$ cat src/csr_pkg.sv
// Shared widths, CSR addresses, instruction field offsets and legal masks
// Enums and packed structs passed between the exec stage and the register file
package csr_pkg;

    // ---------------------------------------------------------------------
    // Widths
    // ---------------------------------------------------------------------

    localparam int XLEN       = 32;   // Machine word width
    localparam int INST_W     = 32;   // Instruction bus width
    localparam int REG_ADDR_W = 5;    // Integer register index, also zimm
    localparam int CSR_ADDR_W = 12;   // CSR address space
    localparam int FUNCT3_W   = 3;

    typedef logic [XLEN-1:0]       xlen_t;
    typedef logic [REG_ADDR_W-1:0] reg_addr_t;
    typedef logic [CSR_ADDR_W-1:0] csr_addr_t;

    // ---------------------------------------------------------------------
    // Instruction field positions (I-type layout)
    // ---------------------------------------------------------------------

    localparam int RD_LSB     = 7;
    localparam int FUNCT3_LSB = 12;
    localparam int RS1_LSB    = 15;   // rs1 index or zimm
    localparam int CSR_LSB    = 20;

    // ---------------------------------------------------------------------
    // Machine-mode CSR addresses
    // ---------------------------------------------------------------------

    localparam csr_addr_t CSR_MSTATUS  = 12'h300;
    localparam csr_addr_t CSR_MISA     = 12'h301;   // Read-only here
    localparam csr_addr_t CSR_MTVEC    = 12'h305;
    localparam csr_addr_t CSR_MSCRATCH = 12'h340;
    localparam csr_addr_t CSR_MEPC     = 12'h341;
    localparam csr_addr_t CSR_MCAUSE   = 12'h342;
    localparam csr_addr_t CSR_MTVAL    = 12'h343;

    // ---------------------------------------------------------------------
    // Fixed values and legal field masks
    // ---------------------------------------------------------------------

    // MXL=1 (RV32) in the top two bits, I extension at bit 8
    localparam xlen_t MISA_VALUE = 32'h4000_0100;

    // Writable mstatus fields, WPRI bits read as zero
    //   bit 31, bits 22:11, bits 8:7, bits 5:3, bits 1:0
    localparam xlen_t MSTATUS_MASK = 32'h807F_F9BB;

    // ---------------------------------------------------------------------
    // Enums
    // ---------------------------------------------------------------------

    // Zicsr funct3 encodings
    typedef enum logic [FUNCT3_W-1:0] {
        CSRRW  = 3'b001,
        CSRRS  = 3'b010,
        CSRRC  = 3'b011,
        CSRRWI = 3'b101,
        CSRRSI = 3'b110,
        CSRRCI = 3'b111
    } csr_op_e;

    // Exec stage FSM
    typedef enum logic [1:0] {
        IDLE,       // Waiting for an instruction
        COMPUTE,    // Old value read, new value formed
        STORE       // Register file takes the write
    } exec_state_e;

    // ---------------------------------------------------------------------
    // Structs
    // ---------------------------------------------------------------------

    // CSR write request, exec stage to register file (45 bits)
    typedef struct packed {
        logic      en;
        csr_addr_t addr;
        xlen_t     data;
    } csr_wr_t;

    // Shared bus of CSRs used across the core (96 bits)
    typedef struct packed {
        xlen_t mtvec;
        xlen_t mepc;
        xlen_t mstatus;
    } csr_sb_t;

endpackage

$ cat src/csr_exec.sv
// Zicsr exec stage: instruction decode, read-only check and three-state FSM
// Produces the rd write-back and the CSR write request
`timescale 1ns/100ps

module csr_exec import csr_pkg::*; (
    input  logic              aclk,
    input  logic              aresetn,
    // Instruction port
    input  logic              valid,
    output logic              ready,
    input  logic [INST_W-1:0] instbus,
    // rs1 query
    output reg_addr_t         rs1_addr,
    input  xlen_t             rs1_val,
    // rd write-back
    output logic              rd_wr_en,
    output reg_addr_t         rd_wr_addr,
    output xlen_t             rd_wr_val,
    output logic              ro_trap,
    // Register file side
    output csr_wr_t           csr_wr,
    output csr_addr_t         csr_rd_addr,
    input  xlen_t             csr_rd_data
);

    exec_state_e state;

    // Raw instruction fields
    csr_op_e   op;
    csr_addr_t csr_f;
    reg_addr_t rs1_f;       // rs1 index or zimm
    reg_addr_t rd_f;

    // Captured on accept
    csr_op_e   op_r;
    csr_addr_t csr_r;
    reg_addr_t rs1_r;
    xlen_t     rs1_val_r;

    logic      is_write;    // Instruction would modify the CSR
    logic      ro_access;   // Write into the read-only space
    logic      accept;
    xlen_t     src;
    xlen_t     new_val;
    xlen_t     new_val_q;
    logic      do_write;
    logic      wr_en;

    // ---------------------------------------------------------------------
    // Decode and legality
    // ---------------------------------------------------------------------

    assign op    = csr_op_e'(instbus[FUNCT3_LSB +: FUNCT3_W]);
    assign csr_f = instbus[CSR_LSB +: CSR_ADDR_W];
    assign rs1_f = instbus[RS1_LSB +: REG_ADDR_W];
    assign rd_f  = instbus[RD_LSB +: REG_ADDR_W];

    assign rs1_addr = rs1_f;    // Straight to the integer register file

    always_comb begin
        case (op)
            CSRRW, CSRRWI:                 is_write = 1'b1;
            CSRRS, CSRRC, CSRRSI, CSRRCI:  is_write = (rs1_f != '0);  // x0 / zimm 0 only reads
            default:                       is_write = 1'b0;
        endcase
    end

    // Top two address bits set marks read-only space
    assign ro_access = (csr_f[11:10] == 2'b11) && is_write;

    assign ready  = (state == IDLE);
    assign accept = ready && valid && !ro_access;

    // ---------------------------------------------------------------------
    // New value, evaluated while in COMPUTE
    // ---------------------------------------------------------------------

    assign csr_rd_addr = csr_r;

    always_comb begin
        // Immediate forms take zimm, zero-extended
        if (op_r inside {CSRRWI, CSRRSI, CSRRCI})
            src = {{(XLEN-REG_ADDR_W){1'b0}}, rs1_r};
        else
            src = rs1_val_r;

        new_val  = csr_rd_data;
        do_write = 1'b0;
        case (op_r)
            CSRRW, CSRRWI: begin
                new_val  = src;                 // Swap
                do_write = 1'b1;
            end
            CSRRS, CSRRSI: begin
                new_val  = csr_rd_data | src;   // Set bits
                do_write = (rs1_r != '0);
            end
            CSRRC, CSRRCI: begin
                new_val  = csr_rd_data & ~src;  // Clear bits
                do_write = (rs1_r != '0);
            end
            default: ;                          // Unknown funct3 only reads
        endcase
    end

    // ---------------------------------------------------------------------
    // FSM and strobes
    // ---------------------------------------------------------------------

    always_ff @(posedge aclk or negedge aresetn) begin
        if (!aresetn) begin
            state    <= IDLE;
            rd_wr_en <= 1'b0;
            wr_en    <= 1'b0;
            ro_trap  <= 1'b0;
        end else begin
            case (state)
                IDLE: begin
                    if (valid && ro_access) begin
                        ro_trap <= 1'b1;        // Held until next legal accept
                    end else if (accept) begin
                        ro_trap <= 1'b0;
                        state   <= COMPUTE;
                    end
                end
                COMPUTE: begin
                    rd_wr_en <= 1'b1;           // Old value always goes to rd
                    wr_en    <= do_write;
                    state    <= STORE;
                end
                STORE: begin
                    rd_wr_en <= 1'b0;
                    wr_en    <= 1'b0;
                    state    <= IDLE;
                end
                default: state <= IDLE;
            endcase
        end
    end

    // Payload capture
    always_ff @(posedge aclk) begin
        if (accept) begin
            op_r       <= op;
            csr_r      <= csr_f;
            rs1_r      <= rs1_f;
            rs1_val_r  <= rs1_val;
            rd_wr_addr <= rd_f;
        end
        if (state == COMPUTE) begin
            rd_wr_val <= csr_rd_data;
            new_val_q <= new_val;
        end
    end

    assign csr_wr = '{en: wr_en, addr: csr_r, data: new_val_q};

    // ---------------------------------------------------------------------
    // Assertions
    // ---------------------------------------------------------------------

    a_rd_pulse: assert property (@(posedge aclk) disable iff (!aresetn)
        rd_wr_en |=> !rd_wr_en)
        else $error("rd_wr_en high two cycles in a row");

    a_wr_busy: assert property (@(posedge aclk) disable iff (!aresetn)
        csr_wr.en |-> state != IDLE)
        else $error("CSR write strobe while FSM idle");

endmodule

$ cat src/csr_regfile.sv
// Machine-mode CSR storage with legal-field masking and mepc alignment
// Combinational read mux and the shared CSR bus
`timescale 1ns/100ps

module csr_regfile import csr_pkg::*; (
    input  logic      aclk,
    input  logic      aresetn,
    // From exec stage
    input  csr_wr_t   csr_wr,
    input  csr_addr_t csr_rd_addr,
    output xlen_t     csr_rd_data,
    // Direct writes from the core
    input  logic      ctrl_mepc_wr,
    input  xlen_t     ctrl_mepc,
    input  logic      ctrl_mstatus_wr,
    input  xlen_t     ctrl_mstatus,
    // Shared bus
    output csr_sb_t   csr_sb
);

    xlen_t mstatus;
    xlen_t mtvec;
    xlen_t mscratch;
    xlen_t mepc;
    xlen_t mcause;
    xlen_t mtval;

    // IALIGN=32, two low bits never stored
    function automatic xlen_t align_pc(input xlen_t pc);
        return {pc[XLEN-1:2], 2'b00};
    endfunction

    // ---------------------------------------------------------------------
    // Registers with an external writer
    // ---------------------------------------------------------------------

    // mstatus, WPRI fields dropped on every source
    always_ff @(posedge aclk or negedge aresetn) begin
        if (!aresetn) begin
            mstatus <= '0;
        end else if (ctrl_mstatus_wr) begin
            mstatus <= ctrl_mstatus & MSTATUS_MASK;     // Core wins
        end else if (csr_wr.en && csr_wr.addr == CSR_MSTATUS) begin
            mstatus <= csr_wr.data & MSTATUS_MASK;
        end
    end

    // mepc
    always_ff @(posedge aclk or negedge aresetn) begin
        if (!aresetn) begin
            mepc <= '0;
        end else if (ctrl_mepc_wr) begin
            mepc <= align_pc(ctrl_mepc);                // Core wins
        end else if (csr_wr.en && csr_wr.addr == CSR_MEPC) begin
            mepc <= align_pc(csr_wr.data);
        end
    end

    // ---------------------------------------------------------------------
    // Plain read/write registers
    // ---------------------------------------------------------------------

    always_ff @(posedge aclk or negedge aresetn) begin
        if (!aresetn) begin
            mtvec    <= '0;
            mscratch <= '0;
            mcause   <= '0;
            mtval    <= '0;
        end else if (csr_wr.en) begin
            case (csr_wr.addr)
                CSR_MTVEC:    mtvec    <= csr_wr.data;
                CSR_MSCRATCH: mscratch <= csr_wr.data;
                CSR_MCAUSE:   mcause   <= csr_wr.data;
                CSR_MTVAL:    mtval    <= csr_wr.data;
                default: ;      // misa and unimplemented addresses ignore writes
            endcase
        end
    end

    // ---------------------------------------------------------------------
    // Read mux
    // ---------------------------------------------------------------------

    always_comb begin
        case (csr_rd_addr)
            CSR_MSTATUS:  csr_rd_data = mstatus;
            CSR_MISA:     csr_rd_data = MISA_VALUE;     // Constant
            CSR_MTVEC:    csr_rd_data = mtvec;
            CSR_MSCRATCH: csr_rd_data = mscratch;
            CSR_MEPC:     csr_rd_data = mepc;
            CSR_MCAUSE:   csr_rd_data = mcause;
            CSR_MTVAL:    csr_rd_data = mtval;
            default:      csr_rd_data = '0;             // Unimplemented
        endcase
    end

    // Shared bus to the rest of the core
    assign csr_sb = '{mtvec: mtvec, mepc: mepc, mstatus: mstatus};

    // ---------------------------------------------------------------------
    // Assertions
    // ---------------------------------------------------------------------

    // Also covers the bus copy seen by fetch
    a_mepc_align: assert property (@(posedge aclk) disable iff (!aresetn)
        csr_sb.mepc[1:0] == 2'b00)
        else $error("mepc holds a misaligned address");

endmodule

$ cat src/csr_top.sv
// CSR unit top level
// Exec stage feeding the machine-mode register file
`timescale 1ns/100ps

module csr_top import csr_pkg::*; (
    input  logic              aclk,
    input  logic              aresetn,
    // Instruction port
    input  logic              valid,
    output logic              ready,
    input  logic [INST_W-1:0] instbus,
    // rs1 query
    output reg_addr_t         rs1_addr,
    input  xlen_t             rs1_val,
    // rd write-back
    output logic              rd_wr_en,
    output reg_addr_t         rd_wr_addr,
    output xlen_t             rd_wr_val,
    // Direct writes from the core
    input  logic              ctrl_mepc_wr,
    input  xlen_t             ctrl_mepc,
    input  logic              ctrl_mstatus_wr,
    input  xlen_t             ctrl_mstatus,
    // Status and shared bus
    output logic              ro_trap,
    output csr_sb_t           csr_sb
);

    csr_wr_t   csr_wr;          // Exec to regfile write request
    csr_addr_t csr_rd_addr;
    xlen_t     csr_rd_data;     // Combinational old value

    csr_exec u_exec (
        .aclk        (aclk),
        .aresetn     (aresetn),
        .valid       (valid),
        .ready       (ready),
        .instbus     (instbus),
        .rs1_addr    (rs1_addr),
        .rs1_val     (rs1_val),
        .rd_wr_en    (rd_wr_en),
        .rd_wr_addr  (rd_wr_addr),
        .rd_wr_val   (rd_wr_val),
        .ro_trap     (ro_trap),
        .csr_wr      (csr_wr),
        .csr_rd_addr (csr_rd_addr),
        .csr_rd_data (csr_rd_data)
    );

    csr_regfile u_regfile (
        .aclk            (aclk),
        .aresetn         (aresetn),
        .csr_wr          (csr_wr),
        .csr_rd_addr     (csr_rd_addr),
        .csr_rd_data     (csr_rd_data),
        .ctrl_mepc_wr    (ctrl_mepc_wr),
        .ctrl_mepc       (ctrl_mepc),
        .ctrl_mstatus_wr (ctrl_mstatus_wr),
        .ctrl_mstatus    (ctrl_mstatus),
        .csr_sb          (csr_sb)
    );

endmodule

$ cat config.mk
export PLATFORM = sky130hd
export DESIGN_NAME = csr_top
export DESIGN_NICKNAME = d
export VERILOG_FILES = /design/src/csr_pkg.sv /design/src/csr_exec.sv /design/src/csr_regfile.sv /design/src/csr_top.sv
export SDC_FILE = /design/constraint.sdc
export NUM_CORES = 1
export LEC_CHECK = 0
export BUFFER_PORTS_ARGS = -buffer_cell sky130_fd_sc_hd__buf_2
export CORE_UTILIZATION = 50
export CTS_BUF_LIST = sky130_fd_sc_hd__clkbuf_4 sky130_fd_sc_hd__clkbuf_8 sky130_fd_sc_hd__clkbuf_16
export CTS_CLUSTER_DIAMETER = 150
export CTS_CLUSTER_SIZE = 14
export DETAILED_ROUTE_END_ITERATION = 8
export PLACE_DENSITY_LB_ADDON = 0.3
export SYNTH_ARGS = -nofsm -noshare
export SYNTH_HDL_FRONTEND = slang
export SYNTH_SLANG_ARGS = --single-unit
$ cat constraint.sdc
create_clock -name aclk -period 3.84 [get_ports aclk]
set_input_delay 0.192 -clock aclk [delete_from_list [all_inputs] [get_ports aclk]]
set_output_delay 0.192 -clock aclk [all_outputs]
set_load 0.05 [all_outputs]
# --- After elaboration in Yosys (flattened, before gate mapping) ---
# Index checks and enable logic that the tools add are counted.
word_totals:
  regBits: 318
  in_bits: 133
classes:
  eq_ne: 24
  n_mux: 16
  bitwise_logic: 3
  reduce_logical: 27
op_table:
  columns: ["op", "count"]
  rows:
  - ["32-bit one-hot mux with 7 select lines", 1]
  - ["32-bit two-way mux", 5]
  - ["32-bit one-hot mux with 3 select lines", 1]
  - ["12-bit by 10-bit equality test with 1-bit output, second input constant", 7]
  - ["32-bit AND", 1]
  - ["32-bit NOT", 1]
  - ["32-bit bitwise OR", 1]
  - ["3-bit equality test, second input constant", 6]
  - ["3-bit by 2-bit equality test with 1-bit output, second input constant", 4]
  - ["2-bit AND reduction", 6]
  - ["5-bit nonzero test", 2]
  - ["1-bit one-hot mux with 2 select lines", 4]
  - ["2-bit nonzero test", 4]
  - ["2-bit OR reduction", 4]
  - ["4-bit OR reduction", 2]
  - ["3-bit by 1-bit equality test with 1-bit output, second input constant", 2]
  - ["1-bit logical AND", 6]
  - ["2-bit equality test, second input constant", 2]
  - ["2-bit two-way mux", 2]
  - ["2-bit inequality test, second input constant", 2]
  - ["2-bit one-hot mux with 2 select lines", 1]
  - ["3-bit nonzero test", 1]
  - ["2-bit by 1-bit equality test with 1-bit output, second input constant", 1]
  - ["2-bit zero test", 1]
  - ["other kinds (2)", 3]

# --- Longest topological paths before layout ---
# Gate-level depths: netlist of the first run.
logic_depth:
  ltp_word: 9
  depth_mapped: 9
  ltp_nobuf: 6

# --- Modules after synthesis ---
# Synthesis of the first run repeated with hierarchy kept, for this count alone.
hier_totals:
  hier_cells: 975
  area_unflattened_um2: 13633.1
modules_own_cells:
  columns: ["module", "n_inst", "cells_per_inst", "area_each_um2", "seq_area_each_um2"]
  rows:
  - ["csr_regfile", 1, 660, 8640.8, 4454.3]
  - ["csr_exec", 1, 315, 4992.3, 3758.6]

# --- Worst setup path before layout of the first run ---
# OpenSTA, ideal clock, no wires.
synth_timing:
  path_kind: "register -> register"
  from: "register u_exec.state[0]"
  to: "register u_exec.csr_r[0], in the netlist u_exec.csr_rd_addr[0], enable pin"
  setup_ns: 0.475
  t_arrival_ns: 3.602
  path_slack_ns: -0.237
  stages_incl_launch_ff: 5
  path_buffers: 0
  period_less_slack_ns: 4.077
  cell_sequence: "dfrtp_1 -> inv_1 -> ha_1 -> nand2_1 -> nor2_1"
synth_between:
  elab_chain_cells: 3
synth_lines:
  columns: ["element", "line", "source"]
  rows:
  - ["from (decl)", "csr_exec.sv:26", "exec_state_e state;"]
  - ["from (signal assigned)", "csr_exec.sv:112", "state <= IDLE;"]
  - ["from (signal assigned)", "csr_exec.sv:123", "state <= COMPUTE;"]
  - ["from (signal assigned)", "csr_exec.sv:129", "state <= STORE;"]
  - ["2-bit zero test", "csr_exec.sv:71", "assign ready = (state == IDLE);"]
  - ["net ready", "csr_top.sv:10", "output logic ready,"]
  - ["1-bit logical AND (2 in a row)", "csr_exec.sv:72", "assign accept = ready && valid && !ro_access;"]
  - ["net u_exec.accept", "csr_exec.sv:42", "logic accept;"]
  - ["to (signal assigned)", "csr_exec.sv:145", "csr_r <= csr_f;"]
  - ["to (decl)", "csr_exec.sv:36", "csr_addr_t csr_r;"]
# The timed path passes the listed nets, and every way through them passes these cells.
# A chain may end at the register's enable or synchronous reset.

# --- Worst setup path after layout of the first run ---
layout_timing:
  from: "register u_exec.csr_r[5], in the netlist u_exec.csr_rd_addr[5]"
  to: "register u_regfile.mtvec[10]"
layout_between:
  elab_chain_cells: 2
layout_lines:
  columns: ["element", "line", "source"]
  rows:
  - ["12-bit by 10-bit equality test with 1-bit output", "csr_regfile.sv:70", "case (csr_wr.addr)"]
  - ["2-bit AND reduction (no source line)", null, null]
  - ["to (signal assigned)", "csr_regfile.sv:71", "CSR_MTVEC: mtvec <= csr_wr.data;"]
  - ["to (decl)", "csr_regfile.sv:22", "xlen_t mtvec;"]
# Every way passes these cells.

==> results of run 1 <==
-- worst min-delay path by stage --
| stage | endpoint | cells past startpoint |
|---|---|---|
| after floorplan | u_exec.rd_wr_en$_DFFE_PN0P_ | 0 |
| after global placement | u_exec.rs1_val_r[3]$_DFFE_PP_ | 1 |
| after detailed placement | u_exec.rs1_val_r[3]$_DFFE_PP_ | 1 |
| after CTS | u_exec.state[0]$_DFFE_PN0P_ | 3 |
| after global routing | u_regfile.mepc[14]$_DFFE_PN0P_ | 3 |
| final | u_exec.state[0]$_DFFE_PN0P_ | 3 |
-- cell families after synthesis --
family	after synthesis	share of synthesized area
other	1	0.000272
and+or+nand+nor	197	0.0689
AOI/OAI and AO/OA	155	0.0808
buffers and inverters	90	0.0371
DFF	304	0.596
muxes	235	0.194
xor gates and xnor gates	31	0.0197
adders and majority gates	4	0.00363
-- Yosys cell counts (3+ instances only) --
master | number | area, um^2
a21oi_1 | 20 | 100
a221o_1 | 10 | 100
a22oi_1 | 12 | 90.1
a2bb2oi_1 | 27 | 236
and2_1 | 4 | 25.0
buf_1 | 3 | 11.3
buf_2 | 16 | 80.1
buf_4 | 25 | 188
buf_6 | 8 | 90.1
clkbuf_1 | 31 | 116
dfrtp_1 | 183 | 4580
edfxtp_1 | 121 | 3630
ha_1 | 4 | 50.1
inv_1 | 7 | 26.3
mux2_1 | 4 | 45.0
mux2_2 | 105 | 1180
mux2_4 | 30 | 450
mux2i_1 | 93 | 931
mux4_2 | 3 | 67.6
nand2_1 | 75 | 282
nand2b_1 | 26 | 163
nor2_1 | 60 | 225
nor2b_1 | 6 | 37.5
nor3_1 | 3 | 15.0
o21ai_0 | 53 | 265
o21ai_1 | 3 | 15.0
o221ai_1 | 7 | 61.3
o221ai_2 | 7 | 105
or2_2 | 3 | 18.8
xnor2_1 | 4 | 35.0
xor2_1 | 27 | 236
-- final cells by class --
class / instances / share of cell area
multi-input cells: 636 / 0.303
flip-flops and latches: 304 / 0.482
clock buffers: 45 / 0.0465
well taps: 341 / 0.0250
inverters: 7 / 0.00154
repair buffers: 364 / 0.142
-- timing repair --
action                                 in CTS  in global routing
hold buffers                              105                  0
endpoints found under the hold margin     217                  0
buffers inserted                            0                  0
-- layer usage --
layer	up-vias	share of wire	global-route usage
met2	360	0.48	0.434
met4	0	0.020	0.0664
met5	-	0	0
met1	4939	0.44	0.354
li1	4311	-	-
met3	51	0.057	0.0414
-- sequential cells by signal, summed over array words and instances (netlist names), 20 cells and up --
signal,cells
u_regfile.mstatus,20
u_regfile.mcause,32
u_exec.rs1_val_r,32
u_exec.rd_wr_val,32
u_regfile.mscratch,32
u_regfile.mtvec,32
u_regfile.mepc,30
u_exec.new_val_q,32
u_regfile.mtval,32
-- worst max-delay path: stages (launching register included) --
cell and delay (ps):
edfxtp_1 370, nor3_1 630, and2_1 410, and2_1 210
nand2_2 610, mux2_1 560
-- power breakdown --
group,internal (mW),total [mW],switching (mW),leakage (nW)
sequential,3.94,4.31,0.370,3.61
combinational,0.594,2.16,1.57,3.85
clock,1.40,2.54,1.14,0.408
-- stage by stage --
| step | setup WS (ps) | total power, mW | utilization | std cells |
|---|---|---|---|---|
| after global placement | 960 | 6.41 | 0.563 | 1547 |
| after detailed placement | 933 | 6.45 | 0.563 | 1547 |
| final | 922 | 9.01 | 0.631 | 1697 |
| after global routing | 730 | 9.36 | 0.631 | 1697 |
| after CTS | 932 | 9.06 | 0.631 | 1697 |
| after floorplan | 725 | 5.75 | - | 1030 |
==> results.tsv, run 1 <==
metric	value	unit
outcome	complete, no violations	
reg2reg_depth	5	
rrSetupSlack	920	ps
clock_latency	530	ps
grt_start_max_net_pins	117	
min_path_type	input port to flip-flop	
synth_edf_count	121	
finalSetupTns	0	ps
worst_ep_required_time	4250	ps
fin_hold_ws	17.8	ps
cts_root_buffer	clkbuf_16	
startpoint_type	flip-flop	
ys_async_sr_fraction	0.602	
grt_pass1_vias	9977	
ys_dominant_reg_cell	dfrtp_1	
initial_core_util	0.510	
portBuffers	238	
area_growth	23.7	%
grt-ovfl-total	0	
worstMarginPinSlew	1070	ps
final_common_cell	buf_2	
cts_resized	0	
r2r_start	u_exec.csr_rd_addr[5]$_DFFE_PP_	
grt_first_pass_wirelength	56.5	mm
postRouteAntennaNets	0	
max-vdd-ir-drop	935	uV
powerDensity	529	nW/um^2
wl_per_cell	21.6	um
num_rows	60	
via_per_inst	5.69	
cp-end-kind	flip-flop	
dr_total_vias	9661	
period_needed	2920	ps
multiInputGateArea	5170	um^2
clock.fmax	343	MHz
maxCapViolCount	0	
core-area	27000	um^2
setup_viol	0	
diodes	0	
critPathKind	flip-flop to flip-flop	
final-hold-violation-count	0	
synth_seq_cells	304	
fin_nets	1475	
dpl.hpwl	22.1	mm
fin_skew	11.5	ps
cts_max_path_buffers	3	
cts_tree	done	
synthCells	1017	
slew_viol_final	0	
gp_congestion	0.760	
htree_levels	1	
arrival	3330	ps
fill_cells	2041	
stdcell_area	17100	um^2
relSlewSlack	0.286	
avgSynthCellArea	13.6	um^2
mostFrequentLayoutCells	buf_2, dfrtp_1, edfxtp_1	
die_area	28200	um^2
first_pass_iters	5	
seqCellArea	8210	um^2
drive_above_1_share	0.346	
io_pins	274	
grt_use_total	0.259	
min_period_over_period	0.760	
min_from	valid	
die_y	168	um
yosys_warnings	0	
critPathMaxFanout	32	
cts_sinks	304	
p_leak	7.87	nW
rsz0062_at_grt	no	
critPathLaunch	u_exec.csr_rd_addr[5]$_DFFE_PP_	
dieWidth	168	um
drt-total-wl	36.7	mm
netlist_area	13800	um^2
dr.first_iter.drc_count	692	
dpl_cell_area	15200	um^2
cts_buffers	25	
ys_seq_area_frac	0.596	
cp-endpoint	u_regfile.mtvec[10]$_DFFE_PN0P_	
r2r_end	u_regfile.mtvec[10]$_DFFE_PN0P_	
drc	0	
synthDistinctLibCells	61	
clk_pin_slew_worst_paths	70	ps
antenna_found_initial	0	
Note: power is estimated with default switching activity, not from simulation.
==> inputs of run 2 (changes only) <==
- clock period: 3.84 -> 2.5 ns (I/O delays scaled with it)
==> run 2 against run 1 <==
Compared with the run above:
- hold slack improved by 140 ps
- die area stayed put
- highest routed layer unchanged
- clock power increased by 53%
- wire length rose by 1.0%
- critical path depth up 1
- global-route usage rose by 0.47 points
- power increased by 55%
- combinational power grew 59%
- non-clock buffer count grew 27
- sequential cell count stayed put
- largest cell class unchanged
- first-iteration DRC count grew 3.5%
- register-to-register slack lost 750 ps
- critical path type unchanged
==> results.tsv, run 2 (synthesized netlist as in run 1, its figures left out) <==
metric	value	unit	change
io_pins	274		unchanged
critPathKind	flip-flop to flip-flop		unchanged
final_common_cell	buf_2		unchanged
finalSetupTns	0	ps	unchanged
r2r_end	u_exec.new_val_q[9]$_DFFE_PN_		was u_regfile.mtvec[10]$_DFFE_PN0P_
maxCapViolCount	0		unchanged
via_per_inst	5.60		was 5.69
clock.fmax	430	MHz	was 343 MHz
drive_above_1_share	0.356		was 0.346
grt_first_pass_wirelength	57.1	mm	was 56.5 mm
die_area	28200	um^2	unchanged
reg2reg_depth	6		was 5
initial_core_util	0.510		unchanged
grt_start_max_net_pins	94		was 117
internal_power	9.18	mW	was 5.93 mW
drc	0		unchanged
p_leak	8.01	nW	was 7.87 nW
drt-total-wl	37.1	mm	was 36.7 mm
fin_nets	1502		was 1475
num_rows	60		unchanged
grt_pass1_vias	10000		was 9977
p_clk_frac	0.279		was 0.282
max-vdd-ir-drop	781	uV	was 935 uV
slew_viol_final	0		unchanged
seqPwrFrac	0.474		was 0.479
crit_chain	buf_4 -> nor2_1 -> a22oi_1 -> nor2_1 -> a221o_1 -> a2bb2oi_1		was nor3_1 -> and2_1 -> and2_1 -> nand2_2 -> mux2_1
relSlewSlack	0.349		was 0.286
fin_skew	11.6	ps	was 11.5 ps
seqCellArea	8210	um^2	unchanged
slowest_stage	nor2_1		was nor3_1
min_path_type	input port to flip-flop		unchanged
cts_resized	0		unchanged
diodes	0		unchanged
postRouteAntennaNets	0		unchanged
setup_viol	0		unchanged
worst_ep_required_time	2870	ps	was 4250 ps
dr.first_iter.drc_count	716		was 692
dr_total_vias	9657		was 9661
worstMarginPinSlew	973	ps	was 1070 ps
htree_levels	1		unchanged
grt-ovfl-total	0		unchanged
dpl.hpwl	23.4	mm	was 22.1 mm
numPlacedInstances	1570		was 1547
fill_cells	2008		was 2041
mostFrequentLayoutCells	buf_2, dfrtp_1, edfxtp_1		unchanged
cts_tree	done		unchanged
clock_latency	530	ps	about the same
portBuffers	238		unchanged
critPathMaxStageDelay	750	ps	was 630 ps
worstHoldEndpoint	u_regfile.mepc[6]$_DFFE_PN0P_		was u_exec.state[0]$_DFFE_PN0P_
area_growth	25.6	%	was 23.7%
arrival	2700	ps	was 3330 ps
rrSetupSlack	180	ps	was 920 ps
outcome	complete, no violations		unchanged
min_period_over_period	0.930		was 0.760
rsz0062_at_grt	no		unchanged
startpoint_type	flip-flop		unchanged
power_switching_share	0.341		was 0.342
cts_buffers	25		unchanged
period_needed	2320	ps	was 2920 ps
fin_hold_ws	160	ps	was 17.8 ps
gp_congestion	0.806		was 0.760
powerDensity	805	nW/um^2	was 529 nW/um^2
p_sw	4.76	mW	was 3.08 mW
comb_power_share	0.247		was 0.240
wl_per_cell	21.5	um	was 21.6 um
cts_sinks	304		unchanged
whs_path_depth	4		was 3
final-hold-violation-count	0		unchanged
r2r_start	u_exec.csr_rd_addr[1]$_DFFE_PP_		was u_exec.csr_rd_addr[5]$_DFFE_PP_
finish.utilization	0.641		was 0.631
cts_root_buffer	clkbuf_16		unchanged
dieWidth	168	um	unchanged
min_from	ctrl_mepc_wr		was valid
cp-end-kind	flip-flop		unchanged
core-area	27000	um^2	unchanged
first_pass_iters	5		unchanged
final_cells	1724		was 1697
clk_pin_slew_worst_paths	70	ps	about the same
grt_use_total	0.264		was 0.259
antenna_found_initial	0		unchanged
critPathMaxFanout	10		was 32
die_y	168	um	unchanged
cp_common_cell	nor2_1		was and2_1
cts_max_path_buffers	3		unchanged
multiInputGateArea	5170	um^2	unchanged
run 2: what timing repair did:
item / in CTS / in global routing
setup buffers: 0 / 0
endpoints found under the setup margin: 0 / 0
endpoints found under the hold margin: 197 / 0
hold buffers: 109 / 0
run 2: per-layer routing:
metal	global-route usage	vias to the layer above	wire, um
li1	-	4366	-
met5	0	-	0
met4	0.0798	0	929
met3	0.0449	57	2430
met1	0.362	4864	16100
met2	0.433	370	17600
run 2: area by class of cell:
cell class,count,area share
sequential,304,0.474
multi-input combinational,636,0.299
clock buffer,45,0.0458
tap,341,0.0246
inverter,7,0.00152
timing repair buffer,391,0.155
run 2: critical path, delay by kind of cell, from the launching register on:
family	cells	cell delay [ps]
AOI/OAI and AO/OA	3	550
buffers and inverters	1	210
DFF	1	480
and+or+nand+nor	2	930
run 2: power by group through the flow:
stage | clock network, mW | registers (mW) | logic, mW
4_1_cts | 3.96 | 6.61 | 3.44
3_5_place_dp | 0 | 6.71 | 3.29
2_1_floorplan | 0 | 7.55 | 1.28
6_report | 3.89 | 6.61 | 3.44
3_3_place_gp | 0 | 6.70 | 3.23
5_1_grt | 4.14 | 6.69 | 3.64
run 2: how the worst max path moves through the flow:
stage                                          from                         endpoint  slack, ps  cells past startpoint
floorplan               u_exec.state[0]$_DFFE_PN0P_  u_exec.csr_rd_addr[0]$_DFFE_PP_         10                      4
global placement    u_exec.csr_rd_addr[2]$_DFFE_PP_    u_exec.new_val_q[4]$_DFFE_PN_        230                      7
detailed placement  u_exec.csr_rd_addr[2]$_DFFE_PP_    u_exec.new_val_q[4]$_DFFE_PN_        230                      7
CTS                 u_exec.csr_rd_addr[1]$_DFFE_PP_    u_exec.new_val_q[9]$_DFFE_PN_        200                      6
global route        u_exec.csr_rd_addr[1]$_DFFE_PP_    u_exec.new_val_q[9]$_DFFE_PN_          4                      6
finish              u_exec.csr_rd_addr[1]$_DFFE_PP_    u_exec.new_val_q[9]$_DFFE_PN_        180                      6
run 2: through the flow:
step	total power, mW	instance area (um^2)	setup slack (ps)
after floorplan	8.83	13800	10.2
after global placement	9.92	15400	229
after detailed placement	10.0	15400	227
after CTS	14.0	17300	202
after global routing	14.5	17300	3.76
final	13.9	17300	176
==> inputs of run 3 (changes only) <==
- CORE_UTILIZATION: 50 -> 52
- CTS_BUF_LIST: sky130_fd_sc_hd__clkbuf_4 sky130_fd_sc_hd__clkbuf_8 sky130_fd_sc_hd__clkbuf_16 -> sky130_fd_sc_hd__clkbuf_4
==> run 3 against run 2 <==
Compared with the run above:
- sequential share of layout area is 0.26 points higher
- clock power is 38% lower
- count of clock-buffer cells in the layout is 2 lower
- global-route usage is 0.75 points higher
- sequential cell count stayed put
- first-iteration DRC count is 9.9% higher
- wire length is 0.63% lower
- non-clock buffer count is 28 higher
- register-to-register slack better by 60 ps
- clock skew is 25 ps higher
- hold slack worse by 40 ps
- via count is 1.2% higher
==> results.tsv, run 3 (synthesized netlist as in run 1, its figures left out) <==
metric	value	unit	change
final-hold-violation-count	0		unchanged
post_cts_buffers	0		unchanged
maxCapViolCount	0		unchanged
fin_skew	36.4	ps	was 11.6 ps
max-vdd-ir-drop	857	uV	was 781 uV
cts_max_path_buffers	3		unchanged
critPathKind	flip-flop to flip-flop		unchanged
relSlewSlack	0.373		was 0.349
grt_start_max_net_pins	54		was 94
finalSetupTns	0	ps	unchanged
powerDensity	728	nW/um^2	was 805 nW/um^2
critPathMaxFanout	10		unchanged
rsz0062_at_grt	no		unchanged
initial_core_util	0.529		was 0.510
drc	0		unchanged
grt_first_pass_wirelength	55.5	mm	was 57.1 mm
clock.fmax	441	MHz	was 430 MHz
rrSetupSlack	230	ps	was 180 ps
first_pass_iters	5		unchanged
worstMarginPinSlew	938	ps	was 973 ps
slew_viol_final	0		unchanged
outcome	complete, no violations		unchanged
fin_nets	1530		was 1502
core-area	26100	um^2	was 27000 um^2
drt-total-wl	36.9	mm	was 37.1 mm
dieWidth	165	um	was 168 um
io_pins	274		unchanged
dr_total_vias	9770		was 9657
p_leak	7.95	nW	was 8.01 nW
arrival	2810	ps	was 2700 ps
htree_levels	1		unchanged
die_y	165	um	was 168 um
die_area	27200	um^2	was 28200 um^2
grt-ovfl-total	0		unchanged
clk_pin_slew_worst_paths	160	ps	was 70 ps
drive_above_1_share	0.350		was 0.356
cts_tree	done		unchanged
mostFrequentLayoutCells	buf_2, dfrtp_1, dlygate4sd3_1		was buf_2, dfrtp_1, edfxtp_1
min_path_type	input port to flip-flop		unchanged
grt_pass1_vias	9842		was 10000
num_rows	59		was 60
worst_ep_required_time	3050	ps	was 2870 ps
grt_use_total	0.272		was 0.264
min_period_over_period	0.907		was 0.930
dr.first_iter.drc_count	787		was 716
period_needed	2270	ps	was 2320 ps
dpl.hpwl	23.2	mm	was 23.4 mm
cts_root_buffer	clkbuf_4		was clkbuf_16
via_per_inst	5.60		about the same
startpoint_type	flip-flop		unchanged
cp-end-kind	flip-flop		unchanged
area_growth	24.9	%	was 25.6%
final_common_cell	buf_2		unchanged
cts_sinks	304		unchanged
cts_buffers	25		unchanged
setup_viol	0		unchanged
gp_congestion	0.794		was 0.806
pre_cts_ws	278	ps	was 227 ps
wl_per_cell	21.1	um	was 21.5 um
setup_ws	232	ps	was 176 ps
clock_latency	700	ps	was 530 ps
portBuffers	238		unchanged
postRouteAntennaNets	0		unchanged
antenna_found_initial	1		was 0
-- run 3: changes by cell type in the layout (fill, tap and decap cells not counted), moves of 4 or more --
| cell | before | now |
|---|---|---|
| buf_12 | 5 | 11 |
| buf_4 | 39 | 35 |
| clkbuf_16 | 26 | 0 |
| clkbuf_4 | 19 | 43 |
| dlygate4sd3_1 | 109 | 135 |
-- run 3: worst paths after layout --
path	startpoint	end	depth (start not counted)
max in group asynchronous	aresetn	u_regfile.mepc[9]$_DFFE_PN0P_	4
max reg2reg	u_exec.csr_rd_addr[1]$_DFFE_PP_	u_exec.new_val_q[23]$_DFFE_PN_	6
min	rs1_val[2]	u_exec.rs1_val_r[2]$_DFFE_PP_	2
max	u_exec.csr_rd_addr[1]$_DFFE_PP_	u_exec.new_val_q[23]$_DFFE_PN_	6
min reg2reg	u_regfile.mcause[9]$_DFFE_PN0P_	u_regfile.mcause[9]$_DFFE_PN0P_	1
min in group asynchronous	aresetn	u_regfile.mepc[14]$_DFFE_PN0P_	4
-- run 3: repair_timing --
| action | CTS | global route |
|---|---|---|
| endpoints found under the hold margin | 292 | 0 |
| hold buffers | 136 | 0 |
| resized for setup | 0 | 0 |
-- run 3: routing by layer --
metal / track usage / part of all wire / vias up
met5: 0 / 0 / -
met4: 0.0851 / 0.025 / 0
met3: 0.0427 / 0.066 / 74
met2: 0.442 / 0.47 / 378
met1: 0.374 / 0.43 / 4906
li1: - / - / 4412
-- run 3: stage by stage --
| stage | util | cell area (um^2) | cells | power [mW] | hold slack, ps |
|---|---|---|---|---|---|
| floorplan | - | 13800 | 1030 | 8.83 | -171 |
| global placement | 0.595 | 15500 | 1565 | 9.92 | 99.6 |
| detailed placement | 0.595 | 15500 | 1565 | 9.98 | 95.3 |
| CTS | 0.661 | 17200 | 1745 | 12.6 | 64.0 |
| global route | 0.661 | 17200 | 1746 | 13.1 | 80.5 |
| finish | 0.661 | 17200 | 1746 | 12.5 | 119 |
-- run 3: power breakdown --
part	leakage [nW]	switching [mW]	internal [mW]	total, mW
logic	4.12	2.45	1.06	3.51
clock network	0.212	1.56	0.871	2.43
registers	3.61	0.553	6.04	6.59
-- run 3: layout make-up --
type                            instances  area, um^2
Fill cell                            1900        8840
Sequential cell                       304        8210
Multi-Input combinational cell        636        5170
Timing Repair Buffer                  419        3030
Tap cell                              335         419
Clock buffer                           43         323
Clock inverter                          1        30.0
Inverter                                7        26.3
Antenna cell                            1        2.50
-- run 3: critical path: stages (launching register included) --
cell	delay, ps
edfxtp_1	460
buf_4	190
nor2_1	720
a22oi_1	210
nor2_1	160
a221o_1	170
a2bb2oi_1	200
